<file path="config.mk">
export PLATFORM = sky130hd
export DESIGN_NAME = block_decoder
export DESIGN_NICKNAME = d
export VERILOG_FILES = /design/src/vlc_pkg.sv /design/src/stream_fetch.sv /design/src/symbol_decoder.sv /design/src/zigzag_scan.sv /design/src/coeff_writer.sv /design/src/block_decoder.sv
export VERILOG_INCLUDE_DIRS = /design/src /design/src/src
export SDC_FILE = /design/constraint.sdc
export NUM_CORES = 1
export LEC_CHECK = 0
export BUFFER_PORTS_ARGS = -buffer_cell sky130_fd_sc_hd__buf_2
export CORE_MARGIN = 1
export CORE_UTILIZATION = 45
export CTS_CLUSTER_DIAMETER = 200
export DETAILED_ROUTE_END_ITERATION = 10
export SETUP_SLACK_MARGIN = 0.2
export SLEW_MARGIN = 20
export SYNTH_ARGS = -nofsm -noshare
export SYNTH_HDL_FRONTEND = slang
export SYNTH_SLANG_ARGS = --single-unit
</file>
<file path="constraint.sdc">
create_clock -name CLOCK_50_I -period 7.4 [get_ports CLOCK_50_I]
set_input_delay 0.37 -clock CLOCK_50_I [delete_from_list [all_inputs] [get_ports CLOCK_50_I]]
set_output_delay 0.37 -clock CLOCK_50_I [all_outputs]
set_load 0.02 [all_outputs]
</file>
<file path="src/vlc_defs.svh">
`ifndef VLC_DEFS_SVH
`define VLC_DEFS_SVH

//////////////////////////////////////////////////////////////////////
// Stream location in SRAM

`define STREAM_BASE 18'd76800

// Header marker words
`define MARK_HI 16'hDEAD
`define MARK_LO 16'hBEEF

//////////////////////////////////////////////////////////////////////
// Widths

`define WORD_W 16
`define ADDR_W 18
`define WIN_W 48

// Scan index of the final coefficient in a block
`define BLK_LAST 6'd63

`endif

</file>
<file path="src/vlc_pkg.sv">
package vlc_pkg;

	// Meaning of one decoded symbol
	typedef enum logic [1:0] {
		SYM_VALUE,  // One value, 3, 6 or 9 bits
		SYM_PAIR,   // Two 3-bit values
		SYM_RUN,    // Zero run of 1 to 8
		SYM_EOB     // Zeros to end of block
	} sym_kind_e;

	// Header search and window fill
	typedef enum logic [2:0] {
		IDLE,
		FIND_HI,
		FIND_LO,
		READ_Q,
		SKIP_SIZE,
		PRIME,
		STREAM
	} fetch_state_e;

	typedef logic signed [31:0] coeff_t;

	// Raw value before dequantization
	typedef logic signed [8:0] raw_val_t;

endpackage

</file>
<file path="src/stream_fetch.sv">
`timescale 1ns/1ps

`include "vlc_defs.svh"

module stream_fetch (
	input logic CLOCK_50_I,
	input logic Resetn,
	input logic start_req,
	output logic [`ADDR_W-1:0] sram_address,
	input logic [`WORD_W-1:0] sram_read_data,
	output logic [`WIN_W-1:0] window,
	output logic win_valid,
	input logic consume,
	input logic [3:0] consume_len,
	output logic q_select
);

vlc_pkg::fetch_state_e state;

logic [`ADDR_W-1:0] rd_ptr;
logic addr_live;            // sram_address holds a real request
logic [1:0] tag_pipe;
logic [1:0] in_flight;
logic [5:0] bit_count;
logic [6:0] fill_level;
logic issue;
logic data_valid;
logic merge;
logic [3:0] shift_len;
logic [5:0] count_after;
logic [`WIN_W-1:0] shifted;
logic [`WIN_W-1:0] placed;

assign data_valid = tag_pipe[1];  // Word for the address of two cycles back
assign win_valid = (bit_count >= 6'd32);

assign in_flight = {1'b0, addr_live} + {1'b0, tag_pipe[0]} + {1'b0, tag_pipe[1]};
assign fill_level = {1'b0, bit_count} + {1'b0, in_flight, 4'd0};

assign merge = data_valid && (state == vlc_pkg::PRIME || state == vlc_pkg::STREAM);

always_comb begin
	case (state)
		vlc_pkg::IDLE: issue = start_req;
		vlc_pkg::FIND_HI,
		vlc_pkg::FIND_LO,
		vlc_pkg::READ_Q,
		vlc_pkg::SKIP_SIZE: issue = 1'b1;
		vlc_pkg::STREAM: issue = (fill_level <= 7'd32);  // Room for one more word
		default: issue = 1'b0;
	endcase
end

// Consume first, then the new word lands right after the remaining bits
always_comb begin
	shift_len = consume ? consume_len : 4'd0;
	count_after = bit_count - {2'b00, shift_len};
	shifted = window << shift_len;
	placed = {sram_read_data, {(`WIN_W-`WORD_W){1'b0}}} >> count_after;
end

always_ff @(posedge CLOCK_50_I or negedge Resetn) begin
	if (!Resetn) begin
		state <= vlc_pkg::IDLE;
		rd_ptr <= `STREAM_BASE;
		sram_address <= `STREAM_BASE;
		addr_live <= 1'b0;
		tag_pipe <= 2'b00;
		bit_count <= 6'd0;
		window <= '0;
		q_select <= 1'b0;
	end else begin
		addr_live <= issue;
		tag_pipe <= {tag_pipe[0], addr_live};
		if (issue) begin
			sram_address <= rd_ptr;
			rd_ptr <= rd_ptr + 1'b1;
		end

		window <= merge ? (shifted | placed) : shifted;
		bit_count <= merge ? count_after + 6'd16 : count_after;

		case (state)
			vlc_pkg::IDLE: begin
				if (start_req)
					state <= vlc_pkg::FIND_HI;
			end
			vlc_pkg::FIND_HI: begin
				if (data_valid && sram_read_data == `MARK_HI)
					state <= vlc_pkg::FIND_LO;
			end
			vlc_pkg::FIND_LO: begin
				if (data_valid) begin
					if (sram_read_data == `MARK_LO)
						state <= vlc_pkg::READ_Q;
					else if (sram_read_data != `MARK_HI)  // DEAD DEAD BEEF still matches
						state <= vlc_pkg::FIND_HI;
				end
			end
			vlc_pkg::READ_Q: begin
				// Third word has the table bit over the width
				if (data_valid) begin
					q_select <= sram_read_data[15];
					state <= vlc_pkg::SKIP_SIZE;
				end
			end
			vlc_pkg::SKIP_SIZE: begin
				// Height word, reads already in flight belong to the stream
				if (data_valid)
					state <= vlc_pkg::PRIME;
			end
			vlc_pkg::PRIME: begin
				if (win_valid)
					state <= vlc_pkg::STREAM;
			end
			vlc_pkg::STREAM: begin
				state <= vlc_pkg::STREAM;
			end
			default: state <= vlc_pkg::IDLE;
		endcase
	end
end

// Decoder never takes more bits than the window holds
assert property (@(posedge CLOCK_50_I) disable iff (!Resetn)
	consume |-> ({2'b00, consume_len} <= bit_count));

endmodule

</file>
<file path="src/symbol_decoder.sv">
`timescale 1ns/1ps

`include "vlc_defs.svh"

module symbol_decoder (
	input logic CLOCK_50_I,
	input logic Resetn,
	input logic [`WIN_W-1:0] window,
	input logic win_valid,
	input logic block_active,
	output logic consume,
	output logic [3:0] consume_len,
	output logic sym_valid,
	input logic sym_ready,
	output vlc_pkg::sym_kind_e sym_kind,
	output vlc_pkg::raw_val_t sym_val_a,
	output vlc_pkg::raw_val_t sym_val_b,
	output logic [3:0] sym_run
);

logic [12:0] top;   // Longest code is 13 bits
logic stall_q;

assign top = window[`WIN_W-1 -: 13];

assign sym_valid = win_valid & block_active;
assign consume = sym_valid & sym_ready;

//////////////////////////////////////////////////////////////////////
// Prefix decode

always_comb begin
	sym_kind = vlc_pkg::SYM_VALUE;
	sym_val_a = '0;
	sym_val_b = '0;
	sym_run = 4'd0;
	consume_len = 4'd0;
	case (top[12:11])
		2'b00: begin
			sym_kind = vlc_pkg::SYM_PAIR;
			sym_val_a = {{6{top[10]}}, top[10:8]};
			sym_val_b = {{6{top[7]}}, top[7:5]};
			consume_len = 4'd8;
		end
		2'b01: begin
			sym_val_a = {{6{top[10]}}, top[10:8]};
			consume_len = 4'd5;
		end
		2'b10: begin
			if (!top[10]) begin
				// 100 plus six bits
				sym_val_a = {{3{top[9]}}, top[9:4]};
				consume_len = 4'd9;
			end else if (top[9]) begin
				sym_val_a = top[8:0];  // 1011 plus nine bits
				consume_len = 4'd13;
			end else begin
				sym_kind = vlc_pkg::SYM_EOB;
				consume_len = 4'd4;
			end
		end
		default: begin
			sym_kind = vlc_pkg::SYM_RUN;
			sym_run = (top[10:8] == 3'd0) ? 4'd8 : {1'b0, top[10:8]};  // Count 0 means 8
			consume_len = 4'd5;
		end
	endcase
end

// Stall seen in the previous cycle
always_ff @(posedge CLOCK_50_I or negedge Resetn) begin
	if (!Resetn)
		stall_q <= 1'b0;
	else
		stall_q <= sym_valid & ~sym_ready;
end

// A stalled symbol stays put until the writer takes it
assert property (@(posedge CLOCK_50_I) disable iff (!Resetn)
	stall_q && block_active |-> sym_valid && $stable(sym_kind) && $stable(sym_val_a)
		&& $stable(sym_val_b) && $stable(sym_run));

endmodule

</file>
<file path="src/zigzag_scan.sv">
`timescale 1ns/1ps

`include "vlc_defs.svh"

module zigzag_scan (
	input logic CLOCK_50_I,
	input logic Resetn,
	input logic q_select,
	input logic step,
	input logic block_start,
	output logic [5:0] position,
	output logic [2:0] q_shift,
	output logic last
);

// Raster position for each scan index
localparam logic [5:0] zz_order [64] = '{
	6'd0,  6'd1,  6'd8,  6'd16, 6'd9,  6'd2,  6'd3,  6'd10,
	6'd17, 6'd24, 6'd32, 6'd25, 6'd18, 6'd11, 6'd4,  6'd5,
	6'd12, 6'd19, 6'd26, 6'd33, 6'd40, 6'd48, 6'd41, 6'd34,
	6'd27, 6'd20, 6'd13, 6'd6,  6'd7,  6'd14, 6'd21, 6'd28,
	6'd35, 6'd42, 6'd49, 6'd56, 6'd57, 6'd50, 6'd43, 6'd36,
	6'd29, 6'd22, 6'd15, 6'd23, 6'd30, 6'd37, 6'd44, 6'd51,
	6'd58, 6'd59, 6'd52, 6'd45, 6'd38, 6'd31, 6'd39, 6'd46,
	6'd53, 6'd60, 6'd61, 6'd54, 6'd47, 6'd55, 6'd62, 6'd63
};

// Shift per diagonal, last entry is never reached
localparam logic [2:0] q0_shift [16] = '{
	3'd3, 3'd2, 3'd3, 3'd3, 3'd4, 3'd4, 3'd5, 3'd5,
	3'd6, 3'd6, 3'd6, 3'd6, 3'd6, 3'd6, 3'd6, 3'd0
};

localparam logic [2:0] q1_shift [16] = '{
	3'd3, 3'd1, 3'd1, 3'd1, 3'd2, 3'd2, 3'd3, 3'd3,
	3'd4, 3'd4, 3'd4, 3'd5, 3'd5, 3'd5, 3'd5, 3'd0
};

logic [5:0] scan_index;
logic [3:0] diagonal;

assign position = zz_order[scan_index];
assign diagonal = {1'b0, position[5:3]} + {1'b0, position[2:0]};  // Row plus column
assign q_shift = q_select ? q1_shift[diagonal] : q0_shift[diagonal];
assign last = (scan_index == `BLK_LAST);

always_ff @(posedge CLOCK_50_I or negedge Resetn) begin
	if (!Resetn) begin
		scan_index <= 6'd0;
	end else begin
		if (block_start)
			scan_index <= 6'd0;
		else if (step)
			scan_index <= scan_index + 6'd1;
	end
end

// Index holds at 63 until the next block clears it
assert property (@(posedge CLOCK_50_I) disable iff (!Resetn)
	!(step && last && !block_start));

endmodule

</file>
<file path="src/coeff_writer.sv">
`timescale 1ns/1ps

module coeff_writer (
	input logic CLOCK_50_I,
	input logic Resetn,
	input logic start_req,
	output logic done_ack,
	output logic block_active,
	input logic sym_valid,
	output logic sym_ready,
	input vlc_pkg::sym_kind_e sym_kind,
	input vlc_pkg::raw_val_t sym_val_a,
	input vlc_pkg::raw_val_t sym_val_b,
	input logic [3:0] sym_run,
	input logic [5:0] position,
	input logic [2:0] q_shift,
	input logic last,
	output logic step,
	output logic block_start,
	output logic coeff_we,
	output logic [5:0] coeff_address,
	output vlc_pkg::coeff_t coeff_data
);

logic end_q;        // Final write went out last cycle
logic pair_phase;   // Second half of a pair
logic [3:0] run_cnt;
logic eob_fill;
logic write_now;
logic take_sym;
vlc_pkg::raw_val_t write_value;
vlc_pkg::coeff_t wide_val;

assign block_start = start_req & ~block_active & ~done_ack & ~end_q;
assign step = write_now & ~last;
assign take_sym = block_active & sym_valid & ~eob_fill;
assign wide_val = write_value;  // Sign extends

//////////////////////////////////////////////////////////////////////
// One write per cycle, sym_ready only on the final cycle of a symbol

always_comb begin
	write_now = 1'b0;
	sym_ready = 1'b0;
	write_value = '0;
	if (block_active && eob_fill) begin
		write_now = 1'b1;
	end else if (take_sym) begin
		write_now = 1'b1;
		case (sym_kind)
			vlc_pkg::SYM_VALUE: begin
				write_value = sym_val_a;
				sym_ready = 1'b1;
			end
			vlc_pkg::SYM_PAIR: begin
				write_value = pair_phase ? sym_val_b : sym_val_a;
				sym_ready = pair_phase | last;  // Drop second half past 63
			end
			vlc_pkg::SYM_RUN: begin
				sym_ready = (run_cnt + 4'd1 == sym_run) | last;
			end
			default: sym_ready = 1'b1;
		endcase
	end
end

always_ff @(posedge CLOCK_50_I or negedge Resetn) begin
	if (!Resetn) begin
		done_ack <= 1'b0;
		block_active <= 1'b0;
		end_q <= 1'b0;
		pair_phase <= 1'b0;
		run_cnt <= 4'd0;
		eob_fill <= 1'b0;
		coeff_we <= 1'b0;
	end else begin
		coeff_we <= write_now;
		end_q <= 1'b0;

		if (block_start)
			block_active <= 1'b1;
		if (write_now && last) begin
			block_active <= 1'b0;
			end_q <= 1'b1;
		end

		// Four-phase ack
		if (end_q)
			done_ack <= 1'b1;
		else if (done_ack && !start_req)
			done_ack <= 1'b0;

		if (take_sym && sym_kind == vlc_pkg::SYM_PAIR)
			pair_phase <= ~pair_phase & ~last;
		if (take_sym && sym_kind == vlc_pkg::SYM_RUN)
			run_cnt <= sym_ready ? 4'd0 : run_cnt + 4'd1;

		if (block_active && eob_fill)
			eob_fill <= ~last;
		else if (take_sym && sym_kind == vlc_pkg::SYM_EOB)
			eob_fill <= ~last;
	end
end

// Write port
always_ff @(posedge CLOCK_50_I) begin
	if (write_now) begin
		coeff_address <= position;
		coeff_data <= wide_val <<< q_shift;
	end
end

endmodule

</file>
<file path="src/block_decoder.sv">
`timescale 1ns/1ps

`include "vlc_defs.svh"

module block_decoder (
	input logic CLOCK_50_I,
	input logic Resetn,
	input logic start_req,
	output logic done_ack,
	output logic [`ADDR_W-1:0] sram_address,
	input logic [`WORD_W-1:0] sram_read_data,
	output logic coeff_we,
	output logic [5:0] coeff_address,
	output vlc_pkg::coeff_t coeff_data
);

logic [`WIN_W-1:0] window;
logic win_valid;
logic consume;
logic [3:0] consume_len;
logic q_select;
logic block_active;
logic sym_valid;
logic sym_ready;
vlc_pkg::sym_kind_e sym_kind;
vlc_pkg::raw_val_t sym_val_a;
vlc_pkg::raw_val_t sym_val_b;
logic [3:0] sym_run;
logic [5:0] position;
logic [2:0] q_shift;
logic last;
logic step;
logic block_start;

stream_fetch fetch0 (
	.CLOCK_50_I(CLOCK_50_I),
	.Resetn(Resetn),
	.start_req(start_req),
	.sram_address(sram_address),
	.sram_read_data(sram_read_data),
	.window(window),
	.win_valid(win_valid),
	.consume(consume),
	.consume_len(consume_len),
	.q_select(q_select)
);

symbol_decoder sym0 (
	.CLOCK_50_I(CLOCK_50_I),
	.Resetn(Resetn),
	.window(window),
	.win_valid(win_valid),
	.block_active(block_active),
	.consume(consume),
	.consume_len(consume_len),
	.sym_valid(sym_valid),
	.sym_ready(sym_ready),
	.sym_kind(sym_kind),
	.sym_val_a(sym_val_a),
	.sym_val_b(sym_val_b),
	.sym_run(sym_run)
);

zigzag_scan scan0 (
	.CLOCK_50_I(CLOCK_50_I),
	.Resetn(Resetn),
	.q_select(q_select),
	.step(step),
	.block_start(block_start),
	.position(position),
	.q_shift(q_shift),
	.last(last)
);

coeff_writer writer0 (
	.CLOCK_50_I(CLOCK_50_I),
	.Resetn(Resetn),
	.start_req(start_req),
	.done_ack(done_ack),
	.block_active(block_active),
	.sym_valid(sym_valid),
	.sym_ready(sym_ready),
	.sym_kind(sym_kind),
	.sym_val_a(sym_val_a),
	.sym_val_b(sym_val_b),
	.sym_run(sym_run),
	.position(position),
	.q_shift(q_shift),
	.last(last),
	.step(step),
	.block_start(block_start),
	.coeff_we(coeff_we),
	.coeff_address(coeff_address),
	.coeff_data(coeff_data)
);

endmodule

</file>
== Word level (Yosys, flattened, before mapping) ==
Memories as Yosys holds them, arrays and structs flattened.
Cells that the tools add are included.

* Flip-flop bits (word level): 151
* Input bits: 19
* Memories kept: 3
* Output and inout bits: 58
* ROM bits: 480
* Word-level logic and storage cells: 154

{| class="wikitable"
|+ Memory list
! name !! words !! bits a word !! read ports !! clocked after Yosys merged registers in !! wr ports !! line !! text
|-
| (no name shown) || 64 || 6 || 1 || 0 || 0 || zigzag_scan.sv:42 || <nowiki>assign position = zz_order[scan_index];</nowiki>
|-
| (no name shown) || 16 || 3 || 1 || 0 || 0 || zigzag_scan.sv:44 || <nowiki>assign q_shift = q_select ? q1_shift[diagonal] : q0_shift[diagonal];</nowiki>
|-
| (no name shown) || 16 || 3 || 1 || 0 || 0 || zigzag_scan.sv:44 ||
|}

* Shift operators: 3
* Bitwise operators: 20
* Muxes and demuxes: 51
* Reductions and logical operators: 23
* Magnitude comparators: 4
* Eq/ne operators: 23
* $add $sub $neg: 9

{| class="wikitable"
|+ Operator list
! operator !! number
|-
| 2-to-1 mux 9 bit || 6
|-
| 2-to-1 mux 48 bit || 1
|-
| bitwise OR 48 bit || 1
|-
| << shifter 48 x 4 -> 48 bit || 1
|-
| right shift 48 x 6 -> 48 bit || 1
|-
| 2-to-1 mux 3 bit || 13
|-
| case mux 9 bit (2 select lines) || 2
|-
| == test 16 bit, second input constant || 2
|-
| <<< shifter 9 x 3 -> 32 bit || 1
|-
| 2-to-1 mux 6 bit || 5
|-
| 2-to-1 mux 4 bit || 6
|-
| case mux 3 bit (7 select lines) || 1
|-
| adder 18 x 1 -> 18 bit, second input constant || 1
|-
| inequality test 16 bit, second input constant || 1
|-
| 2-to-1 mux 1 bit || 11
|-
| inequality test 2 x 1 -> 1 bit, second input constant || 5
|-
| AND 1 bit || 9
|-
| == test 3 bit, second input constant || 3
|-
| logical AND 1 bit || 8
|-
| case mux 4 bit (2 select lines) || 1
|-
| nonzero test 2 bit || 4
|-
| adder 6 x 6 -> 7 bit || 1
|-
| >= comparator 7 bit, second input constant || 1
|-
| <= comparator 7 x 6 -> 1 bit, second input constant || 1
|-
| 34 further kinds || 47
|}

== Longest topological paths before layout ==
Gate-level depths: netlist of run 1.

* Depth in word-level cells: 14
* Mapped depth: 19
* Mapped depth without buffers: 18

== Modules after synthesis ==
From an unflattened synthesis of run 1, not the netlist that was laid out.

* Cells, all modules: 1213
* Area, all modules: 11674.9 sq um

{| class="wikitable"
|+ Modules (own cells, without submodules)
! module !! instances !! area an instance (sq um) !! seq. area each (sq um) !! cells an instance
|-
| stream_fetch || 1 || 7985.2 || 2437.3 || 821
|-
| coeff_writer || 1 || 2110.8 || 910.9 || 181
|-
| zigzag_scan || 1 || 1229.9 || 150.1 || 150
|-
| symbol_decoder || 1 || 349.1 || 0.0 || 61
|}

== Worst setup path before layout of run 1 ==
No wires, ideal clock.

* Path type: reg2reg
* From: register scan0.scan_index[0]
* To: register writer0.coeff_data[8], data pin
* Library setup time: 0.285 ns
* Period minus slack after synthesis: 4.832 ns
* Data required time: 7.115 ns
* Cell stages (with the launch flop): 18
* Data arrival time: 4.546 ns
* Buffers on the path: 1
* Path slack: 2.568 ns
* Cells stage by stage: dfrtp_1 clkbuf_1 inv_1 ha_1 nand2_1 o21ai_0 mux4_2 o21ai_0 ha_1 inv_1 fa_1 xnor2_1 ha_1 o221ai_1 mux2_2 nor4b_1 a41oi_1 o311ai_0

* Word-level cells in the longest chain between the ends: 11
* Elaborated cells between the ends (all ways): 14
* Those cells by class: 1 x add/sub; 1 x shift; 7 x mux; 2 x bitwise; 3 x memory

{| class="wikitable"
|+ RTL lines
! what !! line !! text
|-
| from (decl) || zigzag_scan.sv:39 || <nowiki>logic [5:0] scan_index;</nowiki>
|-
| from (signal assigned) || zigzag_scan.sv:54 || <nowiki>scan_index <= scan_index + 6'd1;</nowiki>
|-
| NOT 6 -> 7 bit (not written as such) * || zigzag_scan.sv:42 ||
|-
| memory (64 x 6 bit) * || -- ||
|-
| 2-to-1 mux 6 bit (not written as such) * (2 in a row) || zigzag_scan.sv:42 ||
|-
| named net position[0] || block_decoder.sv:29 || <nowiki>logic [5:0] position;</nowiki>
|-
| adder 3 x 3 -> 4 bit * || zigzag_scan.sv:43 || <nowiki>assign diagonal = {1'b0, position[5:3]} + {1'b0, position[2:0]};</nowiki>
|-
| NOT 4 -> 5 bit (not written as such) * || zigzag_scan.sv:44 ||
|-
| memory (16 x 3 bit) || -- ||
|-
| 2-to-1 mux 3 bit (not written as such) (2 in a row) || zigzag_scan.sv:44 ||
|-
| 2-to-1 mux 3 bit * || zigzag_scan.sv:44 ||
|-
| <<< shifter 9 x 3 -> 32 bit * || coeff_writer.sv:109 || <nowiki>coeff_data <= wide_val <<< q_shift;</nowiki>
|-
| to (signal assigned) || coeff_writer.sv:109 ||
|-
| to (decl) || coeff_writer.sv:22 || <nowiki>output vlc_pkg::coeff_t coeff_data</nowiki>
|}

Mark *: on every way through the listed nets, which the timed path passes. The rest lies on a longest branch. The select of a mux whose other input is x is not followed.
A chain may end at the register's enable or synchronous reset.

== Worst setup path after layout of run 1 ==
* From: register fetch0.window[46]
* To: register fetch0.window[23]

* Word-level cells in the longest chain between the ends: 14
* Elaborated cells between the ends (all ways): 21
* Those cells by class: 1 x add/sub; 5 x eq/ne; 2 x shift; 8 x mux; 3 x bitwise; 2 x reduce/logical

{| class="wikitable"
|+ RTL lines
! what !! line !! text
|-
| from (decl) || stream_fetch.sv:11 || <nowiki>output logic [`WIN_W-1:0] window,</nowiki>
|-
| from (signal assigned) || stream_fetch.sv:80 || <nowiki>window <= merge ? (shifted | placed) : shifted;</nowiki>
|-
| == test 2 x 1 -> 1 bit (tied with other cells) || symbol_decoder.sv:38 || <nowiki>case (top[12:11])</nowiki>
|-
| OR reduction 3 bit (no line) || -- ||
|-
| 2-to-1 mux 4 bit || symbol_decoder.sv:38 ||
|-
| == test 4 bit || coeff_writer.sv:60 || <nowiki>sym_ready = (run_cnt + 4'd1 == sym_run) | last;</nowiki>
|-
| bitwise OR 1 bit || coeff_writer.sv:60 ||
|-
| case mux 1 bit (2 select lines) || coeff_writer.sv:50 || <nowiki>case (sym_kind)</nowiki>
|-
| 2-to-1 mux 1 bit || coeff_writer.sv:48 || <nowiki>end else if (take_sym) begin</nowiki>
|-
| 2-to-1 mux 1 bit || coeff_writer.sv:46 || <nowiki>if (block_active && eob_fill) begin</nowiki>
|-
| AND 1 bit || symbol_decoder.sv:27 || <nowiki>assign consume = sym_valid & sym_ready;</nowiki>
|-
| 2-to-1 mux 4 bit || stream_fetch.sv:56 || <nowiki>shift_len = consume ? consume_len : 4'd0;</nowiki>
|-
| subtractor 6 x 4 -> 6 bit || stream_fetch.sv:57 || <nowiki>count_after = bit_count - {2'b00, shift_len};</nowiki>
|-
| right shift 48 x 6 -> 48 bit || stream_fetch.sv:59 || <nowiki>placed = {sram_read_data, {(`WIN_W-`WORD_W){1'b0}}} >> count_after;</nowiki>
|-
| bitwise OR 48 bit || stream_fetch.sv:80 ||
|-
| 2-to-1 mux 48 bit * || stream_fetch.sv:80 ||
|}

Mark *: on every way between the ends. The rest lies on a longest branch, timed or not.

==> results.txt, run 1 <==
The tree built by TritonCTS fans out to 135 sinks. The final number of max-transition violations is 0. The sequential cell area is 0.00350 mm². The clock network power share came out at 0.416. The length of routed wiring on met1 came out at 13500 µm. The category of the most critical setup path is reg -> reg.

The number of resized instances in the post-cts repair step came out at 0. The total wirelength of the detailed-routed design is 30200 µm. The count of endpoints failing hold in the final timing report came out at 0.

For this design the top-level I/O count stands at 77. The cell internal power dissipation is 1.45 mW. The number of antenna violations at the first check in global routing is 0. The worst-case clock buffer depth came out at 2. The synthesized area per cell came out at 8.49 µm². For this run, the register share of the synthesized area comes to 0.343. The post-synthesis to final-layout area growth came out at 10.8%. The repair_antennas step left the layout with diodes totalling 0. STA classifies the critical path endpoint as a flip-flop. The routed design could run at a clock period as short as 5.87 ns. The number of input and output port buffers inserted is 76. Dividing the detail-routed wire length by the instance count gives 19.9 µm. The clock root buffer is sky130_fd_sc_hd__clkbuf_16. The worst path arrival time came out at 6.22 ns. The region available for standard cell placement spans 0.0220 mm². VDD sags by at most 142 µV. The cell count of the worst reg-to-reg path is 15.

Clock-pin slew was measured on the worst setup and hold paths at 0.07 ns. The number of warnings reported in the yosys synthesis log is 0. In the routed layout, each cell is associated on average with a via count of 6.21. The slew at the pin closest to its max-slew limit came out at 1.19 ns. The mapped netlist covers 0.0102 mm². The via count of the first global-routing pass was 8755. The reg-to-reg setup timing slack is 1.53 ns.

The fraction of power consumed by combinational cells came out at 0.184. The wire length on met3 came out at 1990 µm. The run finished, with violations left. Setup repair after global routing left no endpoint under its margin. The detailed-router iteration count before antenna repair is 11. The first global-routing pass estimated 47900 µm of wire.

The total grt overflow is 0. The site row count came out at 54. Counting flops and latches in the post-synthesis netlist gives 135. The number of antenna-violating nets in the routed design came out at 0. The pin count of the biggest net entering global routing came out at 70.

The number of distinct library cell variants in the gate-level netlist after synthesis came out at 80. The number of flops mapped to enable cells by yosys came out at 22. The total area of multi-input combinational cells came out at 0.00616 mm². The switching power came out at 0.712 mW. The later-pin clock latency in the skew report came out at 0.44 ns. In the final layout, the share of cells above drive strength 1 is 0.145. The data required time at the worst endpoint is 7.75 ns. The vertical die dimension is 153 µm. For this run, the total global-route usage over all layers was measured as 0.261. The final estimated routing congestion in global placement came out at 0.971. Counting every instance in the synthesized netlist gives 1203. After synthesis, the share of flip-flops with an asynchronous set or reset is 0.837. The final net count came out at 1278. The number of filler instances in the final layout came out at 2124. The total of endpoints with negative setup slack in the final report came out at 0. Along the worst path, the maximum fanout reaches 13.

The area enclosed by the die boundary came out at 0.0233 mm². The iteration-0 DRC count of the detailed router came out at 760. The type of the most critical hold path is in -> reg. In the synthesized netlist the dominant register cell turns out to be sky130_fd_sc_hd__dfrtp_1. The worst slew margin relative to its limit is 0.200. In this run the top signal layer used is met4. The initial utilization of the core area, before any placement, comes to 0.464. Synthesis produced a netlist with a net count of 1257. The checks that failed: DRC. The worst hold path depth came out at 2. The proportion of power drawn by flip-flops and latches is 0.400. The final critical-path share of the clock period came out at 0.793. After detailed routing, the met2 layer carries 13600 µm of wire. TritonCTS built the clock tree.

The number of levels in the clock H-tree is 4. The worst setup path is launched from a flip-flop. The number of remaining DRC errors came out at 4. The detailed router placed 9422 vias in this run. The die is 153 µm wide.

The worst hold slack across all endpoints is 0.208 ns. Adding up every negative setup slack in the final design gives 0 ns. The analysis attributes to cell leakage a power of 4.91 nW. For this run, the top clock speed supported by timing is 0.170 GHz. TritonCTS created 17 clock buffers. The final setup skew came out at 0.0158 ns. Dividing total power by cell area gives a power density of 191 mW/mm². The share of total power consumed by net switching is 0.329. The max-cap check violation count came out at 0. The detailed-placement wirelength estimate is 21200 µm.
## layout by cell type, fill, tap and decap left out, drive strengths merged, types with 15 or more instances in the layout
cell type	instances
buf	95
xor2	15
o211ai	20
ha	32
nand2	191
o22ai	19
nand3	44
clkbuf	17
mux2i	60
a31oi	21
dfrtp	105
o21ai	85
nor3	17
inv	42
o221ai	26
edfxtp	22
nor2	99
and3	17
a21oi	49
## worst paths after layout
| check | from | endpoint |
|---|---|---|
| setup reg to reg | fetch0.window[46] | fetch0.window[23] |
| min in group asynchronous | Resetn | writer0.coeff_we |
| max in group asynchronous | Resetn | fetch0.window[46] |
| hold reg to reg | fetch0.addr_live | fetch0.tag_pipe[0] |
| setup / recovery | fetch0.window[46] | fetch0.window[23] |
| hold / removal | start_req | writer0.done_ack |
## cells in the mapped netlist, types with 9 or more instances
library cell / n / share of area
sky130_fd_sc_hd__a211oi_1: 11 / 0.0081
sky130_fd_sc_hd__a21o_1: 13 / 0.0096
sky130_fd_sc_hd__a21oi_1: 49 / 0.024
sky130_fd_sc_hd__a22o_1: 11 / 0.0094
sky130_fd_sc_hd__a22oi_1: 9 / 0.0066
sky130_fd_sc_hd__a31oi_1: 21 / 0.013
sky130_fd_sc_hd__and3_1: 16 / 0.0098
sky130_fd_sc_hd__buf_2: 15 / 0.0074
sky130_fd_sc_hd__buf_4: 16 / 0.012
sky130_fd_sc_hd__clkbuf_1: 61 / 0.022
sky130_fd_sc_hd__dfrtp_1: 105 / 0.26
sky130_fd_sc_hd__edfxtp_1: 22 / 0.065
sky130_fd_sc_hd__ha_1: 32 / 0.039
sky130_fd_sc_hd__inv_1: 34 / 0.012
sky130_fd_sc_hd__mux2i_1: 60 / 0.059
sky130_fd_sc_hd__mux4_2: 13 / 0.029
sky130_fd_sc_hd__nand2_1: 191 / 0.070
sky130_fd_sc_hd__nand2b_1: 13 / 0.0080
sky130_fd_sc_hd__nand3_1: 44 / 0.022
sky130_fd_sc_hd__nand4_1: 13 / 0.0080
sky130_fd_sc_hd__nor2_1: 98 / 0.036
sky130_fd_sc_hd__nor3_1: 16 / 0.0078
sky130_fd_sc_hd__o211ai_1: 19 / 0.014
sky130_fd_sc_hd__o21ai_0: 77 / 0.038
sky130_fd_sc_hd__o221ai_1: 26 / 0.022
sky130_fd_sc_hd__o22ai_1: 19 / 0.012
sky130_fd_sc_hd__xnor2_1: 12 / 0.010
sky130_fd_sc_hd__xor2_1: 15 / 0.013
## logic make-up (layout without fill, tap and decap cells)
logic type,after synthesis,after routing,synth area share
flip-flops,135,135,0.343
AO/OA/AOI/OAI,350,350,0.236
AND/OR/NAND/NOR,442,442,0.198
XOR/XNOR,29,29,0.0270
adder cells (fa/ha/maj),35,35,0.0451
multiplexers,80,80,0.0952
buffers and inverters,132,166,0.0562
## what timing repair did
item | 4_1_cts | 5_1_grt
endpoints found under the hold margin | 44 | 0
setup buffers | 0 | 0
hold buffers | 1 | 0
## registers in the layout, summed over array words and instances, names as in the netlist
register and count:
writer0.coeff_we 1, fetch0.window 48, fetch0.sram_address 18, writer0.done_ack 1, writer0.pair_phase 1, scan0.scan_index 6, fetch0.tag_pipe 2, writer0.end_q 1
fetch0.addr_live 1, writer0.coeff_data 16, fetch0.state 3, writer0.coeff_address 6, writer0.eob_fill 1, fetch0.q_select 1, fetch0.rd_ptr 18, fetch0.bit_count 6
writer0.run_cnt 4, writer0.block_active 1
## per-stage QoR
step | power (mW) | instance area [µm²] | setup slack (ns) | utilization | std cells
after floorplan | 1.15 | 10200 | 2.57 | - | 1203
after global placement | 1.27 | 10700 | 1.83 | 0.484 | 1484
after detailed placement | 1.28 | 10700 | 1.64 | 0.484 | 1484
after CTS | 2.18 | 11300 | 1.65 | 0.514 | 1517
after global routing | 2.27 | 11300 | 1.13 | 0.514 | 1517
final | 2.16 | 11300 | 1.53 | 0.514 | 1517
## cell type report
type                       instances  area share
sequential                       135       0.309
multi-input combinational        936       0.544
clock buffer                      17      0.0376
tap                              280      0.0310
timing repair buffer              96      0.0473
clock inverter                    15      0.0181
inverter                          38      0.0126
## power groups by stage
stage | Sequential [mW] | Combinational, mW | Clock [mW]
final | 0.866 | 0.398 | 0.899
after global routing | 0.875 | 0.448 | 0.943
after CTS | 0.867 | 0.401 | 0.911
after detailed placement | 0.881 | 0.396 | 0
after global placement | 0.880 | 0.391 | 0
after floorplan | 0.879 | 0.275 | 0
## worst max-delay path, stage by stage, from the launching register on
cell	delay [ns]
sky130_fd_sc_hd__dfrtp_1	0.43
sky130_fd_sc_hd__ha_1	0.33
sky130_fd_sc_hd__or4b_2	0.62
sky130_fd_sc_hd__xnor3_1	0.24
sky130_fd_sc_hd__a211oi_4	0.48
sky130_fd_sc_hd__nor2_2	0.23
sky130_fd_sc_hd__buf_4	0.28
sky130_fd_sc_hd__nor2_1	0.44
sky130_fd_sc_hd__ha_1	0.27
sky130_fd_sc_hd__nand2b_1	0.08
sky130_fd_sc_hd__and2_0	0.14
sky130_fd_sc_hd__o311ai_0	0.42
sky130_fd_sc_hd__nand3_1	0.57
sky130_fd_sc_hd__nor2_1	0.88
sky130_fd_sc_hd__a32oi_1	0.21
sky130_fd_sc_hd__o211ai_1	0.14
## metal layers
layer	up-vias	GRT usage
li1	4468	-
met1	4470	0.354
met2	415	0.402
met3	69	0.0495
met4	0	0.120
met5	-	0
No activity file was read; power rests on OpenSTA's default activity.
==> run 2, diff against run 1 <==
clock period = 5.4 ns   (was 7.4 ns; I/O delays follow)
==> run 2 against run 1 <==
Compared with the run above:
- the run still ends with DRC left
- critical path depth grew 2
- global-route usage shrank 0.089 points
- non-clock buffer count grew 18
- core utilization grew 0.69 points
==> results.txt, run 2 (same netlist as run 1, synthesis figures left out) <==
The reg-to-reg setup timing slack came out at 0.56 ns. The total cell area at the placement stage is 0.0108 mm². The worst setup path is launched from a flip-flop. The total chip power is 2.94 mW. The type of the most critical hold path is in -> reg.

Power spread over the standard cell area amounts to 257 mW/mm². The pin count of the biggest net entering global routing is 69. The final critical-path share of the clock period is 0.896. The detailed-router iteration count before antenna repair is 10. Compared with the post-synthesis result, the final layout area differs by 12.3%. The final net count is 1296. The flow ran to the end, but the final reports show violations. The number of antenna violations at the first check in global routing came out at 0. The share of cells above drive strength 1 came out at 0.159. The clock sink count came out at 135. The max-cap check violation count came out at 0. STA puts the critical path data required time at 5.53 ns. The final reports fail on DRC.

The worst-case clock buffer depth is 2. The first-pass GRT wire length came out at 48300 µm. The critical path is of the reg -> reg type. The worst vdd rail ir drop came out at 177 µV. The number of antenna-violating nets in the routed design is 0. The number of levels in the clock H-tree is 4. The shortest period the worst path allows is 4.84 ns. The maximum fanout along the worst path came out at 16. The initial utilization of the core area, before any placement, comes to 0.464. The total via count after detailed routing is 9603.

The overall fraction of global-route tracks in use came out at 0.260. Summed over all layers, the global routing overflow is 0. The count of buffers added on input and output ports is 76. The area of the core region came out at 0.0220 mm². The leakage dissipation is 5.01 nW.

The worst slew margin relative to its limit is 0.340. The kind of cell with the highest combined delay along the critical path is adder cells. The critical path goes through inv_1, ha_1, nand2_1, o21ai_0, mux4_2, o21ai_0, ha_1, inv_1, fa_1, xnor2_2, ha_1, o221ai_1, buf_4, mux2_2, nor4b_1, a41oi_1, o311ai_0. Dividing the detail-routed wire length by the instance count gives 19.5 µm. The clock slew at the register clock pins of the worst setup and hold paths came out at 0.07 ns.

After routing the design area is 0.0115 mm². Leaving out fill and tap cells, the most frequent cell in the layout is sky130_fd_sc_hd__nand2_1. The area enclosed by the die boundary is 0.0233 mm².

The later-pin clock latency in the skew report came out at 0.44 ns. The overall die width is 153 µm. STA puts the critical path data arrival time at 4.97 ns. Setup repair after global routing could not meet its margin everywhere. The number of remaining DRC errors came out at 4. The number of diodes is 0. The vertical die dimension is 153 µm. The total CTS buffers is 17. The slew at the pin closest to its max-slew limit came out at 0.990 ns. For this block, the initial DRC count from the detailed router was 757.

The cell with the largest stage delay on the worst path is sky130_fd_sc_hd__dfrtp_2. In the layout the commonest cells are sky130_fd_sc_hd__nand2_1, sky130_fd_sc_hd__dfrtp_1, sky130_fd_sc_hd__nor2_1. The via count of the first global-routing pass is 9036. Summed over all layers, the routed wires come to 30000 µm. The vias per cell is 6.26.

The worst setup path is captured at a flip-flop. For the final routed database, the setup TNS stands at 0 ns. The final setup skew is 0.0128 ns.

The register with the most flip-flops in the layout has 48 of them. The initialized floorplan defines 54 standard-cell rows. The detailed-placement wirelength estimate came out at 21300 µm. The clock root buffer is sky130_fd_sc_hd__clkbuf_16. On the worst path, the slowest cell contributes a delay of 0.46 ns.

The cell that appears most often on the critical path is sky130_fd_sc_hd__ha_1. The number of buffers and inverters on the critical path is 3. The clock tree from TritonCTS is done. The largest registers in the layout are fetch0.window: 48 flops, fetch0.rd_ptr: 18 flops, fetch0.sram_address: 18 flops.

Setup violations remaining at the end of the flow were counted as 0. The maximum clock frequency is 0.207 GHz. The final number of max-transition violations is 0. The number of placed I/O pins is 77.

Ranked by flip-flop count, first place goes to fetch0.window. The number of filler instances in the final layout is 2069. The count of endpoints failing hold in the final timing report came out at 0. The final estimated routing congestion in global placement is 0.911.
run 2: layout make-up:
type,count,area (µm²),share of cell area
Sequential cell,135,3500,0.305
Inverter,38,143,0.0124
Tap cell,280,350,0.0306
Timing Repair Buffer,114,671,0.0585
Clock inverter,15,206,0.0180
Multi-Input combinational cell,936,6170,0.538
Clock buffer,17,425,0.0371
run 2: layer usage:
layer | up-vias | wire length (µm) | track usage
li1 | 4498 | - | -
met4 | 0 | 826 | 0.114
met5 | - | 0 | 0
met2 | 432 | 13800 | 0.406
met3 | 81 | 2220 | 0.0529
met1 | 4592 | 13100 | 0.348
run 2: stage by stage:
stage	cells	setup slack, ns	hold slack [ns]	utilization
after floorplan	1203	0.568	-0.0256	-
after global placement	1502	0.559	0.327	0.490
after detailed placement	1502	0.430	0.316	0.490
after CTS	1535	0.381	0.0796	0.520
after global routing	1535	0.143	0.0995	0.521
final	1535	0.562	0.0942	0.521
run 2: power breakdown:
group | switching [mW] | internal (mW)
sequential | 0.0696 | 1.10
clock | 0.573 | 0.637
combinational | 0.344 | 0.217
run 2: worst paths after layout:
check | to | depth (start not counted) | start
setup / recovery | writer0.coeff_data[8] | 17 | scan0.scan_index[1]
min in group asynchronous | writer0.coeff_we | 2 | Resetn
setup reg to reg | writer0.coeff_data[8] | 17 | scan0.scan_index[1]
hold / removal | writer0.done_ack | 2 | start_req
max in group asynchronous | scan0.scan_index[1] | 3 | Resetn
hold reg to reg | fetch0.tag_pipe[0] | 0 | fetch0.addr_live
run 2: what timing repair did:
action	4_1_cts	5_1_grt
hold endpoints to repair	45	0
hold buffers	1	0
setup buffers	0	0
endpoints found under the setup margin	0	2
gates resized for setup	0	3
run 2: worst reg2reg max path: stages (launching register included):
cell and delay (ns):
sky130_fd_sc_hd__dfrtp_2 0.46, sky130_fd_sc_hd__inv_1 0.21, sky130_fd_sc_hd__ha_1 0.33, sky130_fd_sc_hd__nand2_1 0.12, sky130_fd_sc_hd__o21ai_0 0.09, sky130_fd_sc_hd__mux4_2 0.46, sky130_fd_sc_hd__o21ai_0 0.23, sky130_fd_sc_hd__ha_1 0.23
sky130_fd_sc_hd__inv_1 0.06, sky130_fd_sc_hd__fa_1 0.40, sky130_fd_sc_hd__xnor2_2 0.31, sky130_fd_sc_hd__ha_1 0.29, sky130_fd_sc_hd__o221ai_1 0.19, sky130_fd_sc_hd__buf_4 0.24, sky130_fd_sc_hd__mux2_2 0.40, sky130_fd_sc_hd__nor4b_1 0.15
sky130_fd_sc_hd__a41oi_1 0.19, sky130_fd_sc_hd__o311ai_0 0.16
==> run 3, diff against run 2 <==
ABC_AREA = 1   (was not set)
CTS_BUF_LIST = sky130_fd_sc_hd__clkbuf_2   (was not set)
MAX_ROUTING_LAYER = met4   (was not set)
==> run 3 against run 2 <==
Compared with the run above:
- the flow still finishes with violations (DRC)
- wire length decreased by 5.3%
- first-iteration DRC count increased by 10%
- clock skew increased by 0.038 ns
- synthesized cell count increased by 24%
- non-clock buffer count decreased by 22
- critical path depth increased by 1
- maximum frequency increased by 6.5%
- cell area decreased by 5.4%
- clock-buffer cell count unchanged
- worst hold slack got worse by 0.065 ns
- critical path type unchanged
- critical endpoint is now fetch0.window[42]
==> results.txt, run 3 <==
The number of distinct library cell variants in the gate-level netlist after synthesis came out at 54. Of all cell types, the one taking the most synthesized area is sky130_fd_sc_hd__dfrtp_1. Between clock sinks in the finished design, the worst skew comes to 0.0513 ns. The total wirelength of the detailed-routed design came out at 28400 µm. The most frequent cell after synthesis is sky130_fd_sc_hd__nand2_1. The die covers 0.0233 mm². The run finished, with violations left. TritonCTS built the clock tree. Leaving out fill and tap cells, the most frequent cells in the layout are sky130_fd_sc_hd__nand2_1, sky130_fd_sc_hd__nand3_1, sky130_fd_sc_hd__o21ai_0. The number of antenna violations at the first check in global routing came out at 1.

In the global route stage, overall resource usage came out at 0.258. The final net count is 1570. The maximum clock frequency is 0.220 GHz. The commonest cells after synthesis are sky130_fd_sc_hd__nand2_1, sky130_fd_sc_hd__nand3_1, sky130_fd_sc_hd__o21ai_0, sky130_fd_sc_hd__inv_1, sky130_fd_sc_hd__dfrtp_1.

The initial utilization of the core area, before any placement, comes to 0.463. The mapped cell area came out at 0.0102 mm². The worst slew margin relative to its limit came out at 0.352. Traced cell by cell, the critical path runs through ha_1, nand2_1, a21oi_1, nand3_1, nor2_1, nand2_1, nand2_4, buf_4, nand3_2, ha_1, a21boi_0, o21ai_0, nand3_1, nand2_1, nand2_1, nor2_2, nand3_1, nand3_1. The share of synthesized area in the top cell type comes to 0.258.

The worst hold slack across all endpoints came out at 0.0291 ns. The number of warnings reported in the yosys synthesis log came out at 0. The first-pass GRT wire length came out at 47300 µm.

The worst setup path is of the reg -> reg kind. The post-synthesis to final-layout area growth is 6.35%. For this run, asynchronously set or reset flops after synthesis account for 0.837. Clock-pin slew was measured on the worst setup and hold paths at 0.29 ns. The cell sitting at the root of the clock tree is a sky130_fd_sc_hd__clkbuf_2.

The largest registers in the layout are fetch0.window: 48 flops, fetch0.rd_ptr: 18 flops, fetch0.sram_address: 18 flops. The total of endpoints with negative setup slack in the final report is 0. The cell with the largest stage delay on the worst path is sky130_fd_sc_hd__nor2_2.

The share of cells above drive strength 1 is 0.108. After filler insertion, the fill cell instance count of the layout stands at 2266. The total CTS buffers is 17.

The worst-case clock buffer depth came out at 2. The synthesized area per cell is 6.83 µm². Data on the critical path arrives at its endpoint at 5.24 ns.

Pin placement for this block handled 77 I/O pins. During placement, the flow inserted port buffers numbering 76. The number of nets handed over by synthesis was 1548. The site row count is 54. The average wire length per cell after detail routing came out at 15.7 µm. The slew at the pin closest to its max-slew limit is 0.971 ns.

After global routing the overflow that remains totals 0. The detailed-router iteration count before antenna repair is 9. The most used flip-flop cell after synthesis is sky130_fd_sc_hd__dfrtp_1. The first routing iteration left 834 violations.

For this run, design rule violations remaining after detail routing come to 13. The count of endpoints failing hold in the final timing report was 0. The register with the highest flop count is fetch0.window.

The data required time at the worst endpoint came out at 6.10 ns. The most frequent standard cell in the layout excluding fill and tap cells is sky130_fd_sc_hd__nand2_1. Setup repair after global routing left no endpoint under its margin.

The later-pin clock latency in the skew report came out at 0.78 ns. In this run the remaining antenna-violating nets after routing total 0. For the finished layout, the period the worst path requires is 4.54 ns. The tool flagged a number of max-cap violations equal to 0. The final reports fail on DRC. The worst setup path is captured at a flip-flop. The final critical-path share of the clock period is 0.841. Entering global routing, the biggest net connects 59 pins. The share of the Yosys chip area taken by registers is 0.343.

The final number of max-transition violations was 0. The vias per cell came out at 5.55. The via count of the first global-routing pass is 9360. The number of flops mapped to enable cells by yosys came out at 22. The number of levels in the clock H-tree came out at 4.

The maximum fanout along the worst path is 49. Across all layers, the routed design uses 10000 vias. The setup TNS came out at 0 ns.

The number of flip-flops in the largest register came out at 48. The number of standard cells after synthesis came out at 1494. The overall die width is 153 µm.

For this run, the slowest stage of the critical path takes 0.61 ns. The final estimated routing congestion in global placement is 1.01. In this run the worst hold path is classified as in -> async. Yosys attributes the largest share of cell area to sky130_fd_sc_hd__dfrtp_1, sky130_fd_sc_hd__nand3_1, sky130_fd_sc_hd__nand2_1.

The area of the core region came out at 0.0220 mm². The HPWL after detailed placement is 20400 µm. Counting every sink on the clock net gives 135. The vertical die dimension is 153 µm.

STA classifies the critical path startpoint as a flip-flop. Counting flops and latches in the post-synthesis netlist gives 135.
run 3: cells by family after synthesis:
group | after synthesis | synth area share
multiplexers | 2 | 0.00196
XOR/XNOR | 19 | 0.0163
AO/OA/AOI/OAI | 205 | 0.110
flip-flops | 135 | 0.343
buffers and inverters | 215 | 0.0959
AND/OR/NAND/NOR | 883 | 0.387
adder cells (fa/ha/maj) | 35 | 0.0451
run 3: area by class of cell:
cell class / count / area [µm²] / share of cell area
Timing Repair Buffer: 92 / 510 / 0.0470
Sequential cell: 135 / 3500 / 0.322
Inverter: 126 / 473 / 0.0436
Multi-Input combinational cell: 1144 / 5740 / 0.529
Clock inverter: 15 / 196 / 0.0181
Antenna cell: 1 / 2.50 / 0.000231
Clock buffer: 17 / 85.1 / 0.00784
Tap cell: 280 / 350 / 0.0323
run 3: path summary, 6_finish.rpt:
kind	from	endpoint	slack (ns)	cells after the start
setup / recovery	fetch0.window[46]	fetch0.window[42]	0.86	18
hold / removal	Resetn	fetch0.sram_address[0]	0.03	2
setup reg to reg	fetch0.window[46]	fetch0.window[42]	0.86	18
hold reg to reg	fetch0.addr_live	fetch0.tag_pipe[0]	0.43	0
max in group asynchronous	Resetn	scan0.scan_index[2]	4.08	3
min in group CLOCK_50_I	sram_read_data[14]	fetch0.state[1]	0.06	6
run 3: metrics by stage:
stage	setup WS, ns	util	instances	area, µm²
2_1_floorplan	1.84	-	1494	10200
3_3_place_gp	1.05	0.478	1774	10500
3_5_place_dp	0.975	0.478	1774	10500
4_1_cts	0.951	0.493	1809	10800
5_1_grt	0.453	0.493	1810	10900
6_report	0.858	0.493	1810	10900
run 3: timing repair:
action,CTS,global route
hold endpoints to repair,62,0
gates resized for setup,0,0
buffers inserted,0,0
hold buffers,3,0
run 3: worst max-delay path, delay by kind of cell (launching register included):
family | cells | cell delay, ns
AOI/OAI and AO/OA | 3 | 0.56
adders and majority gates | 2 | 0.72
buffers and inverters | 1 | 0.45
DFF | 1 | 0.49
and+or+nand+nor | 12 | 2.27
run 3: per-layer routing:
| metal | share of wire | vias to the layer above | global-route usage |
|---|---|---|---|
| met5 | 0 | - | - |
| li1 | - | 5046 | - |
| met4 | 0.028 | 0 | 0.0952 |
| met2 | 0.46 | 333 | 0.405 |
| met3 | 0.060 | 51 | 0.0447 |
| met1 | 0.45 | 4614 | 0.333 |
Power of run 3 is left out: the tool's default activity adds up to more than one toggle a clock period on the data nets, which glitch-free logic cannot reach.
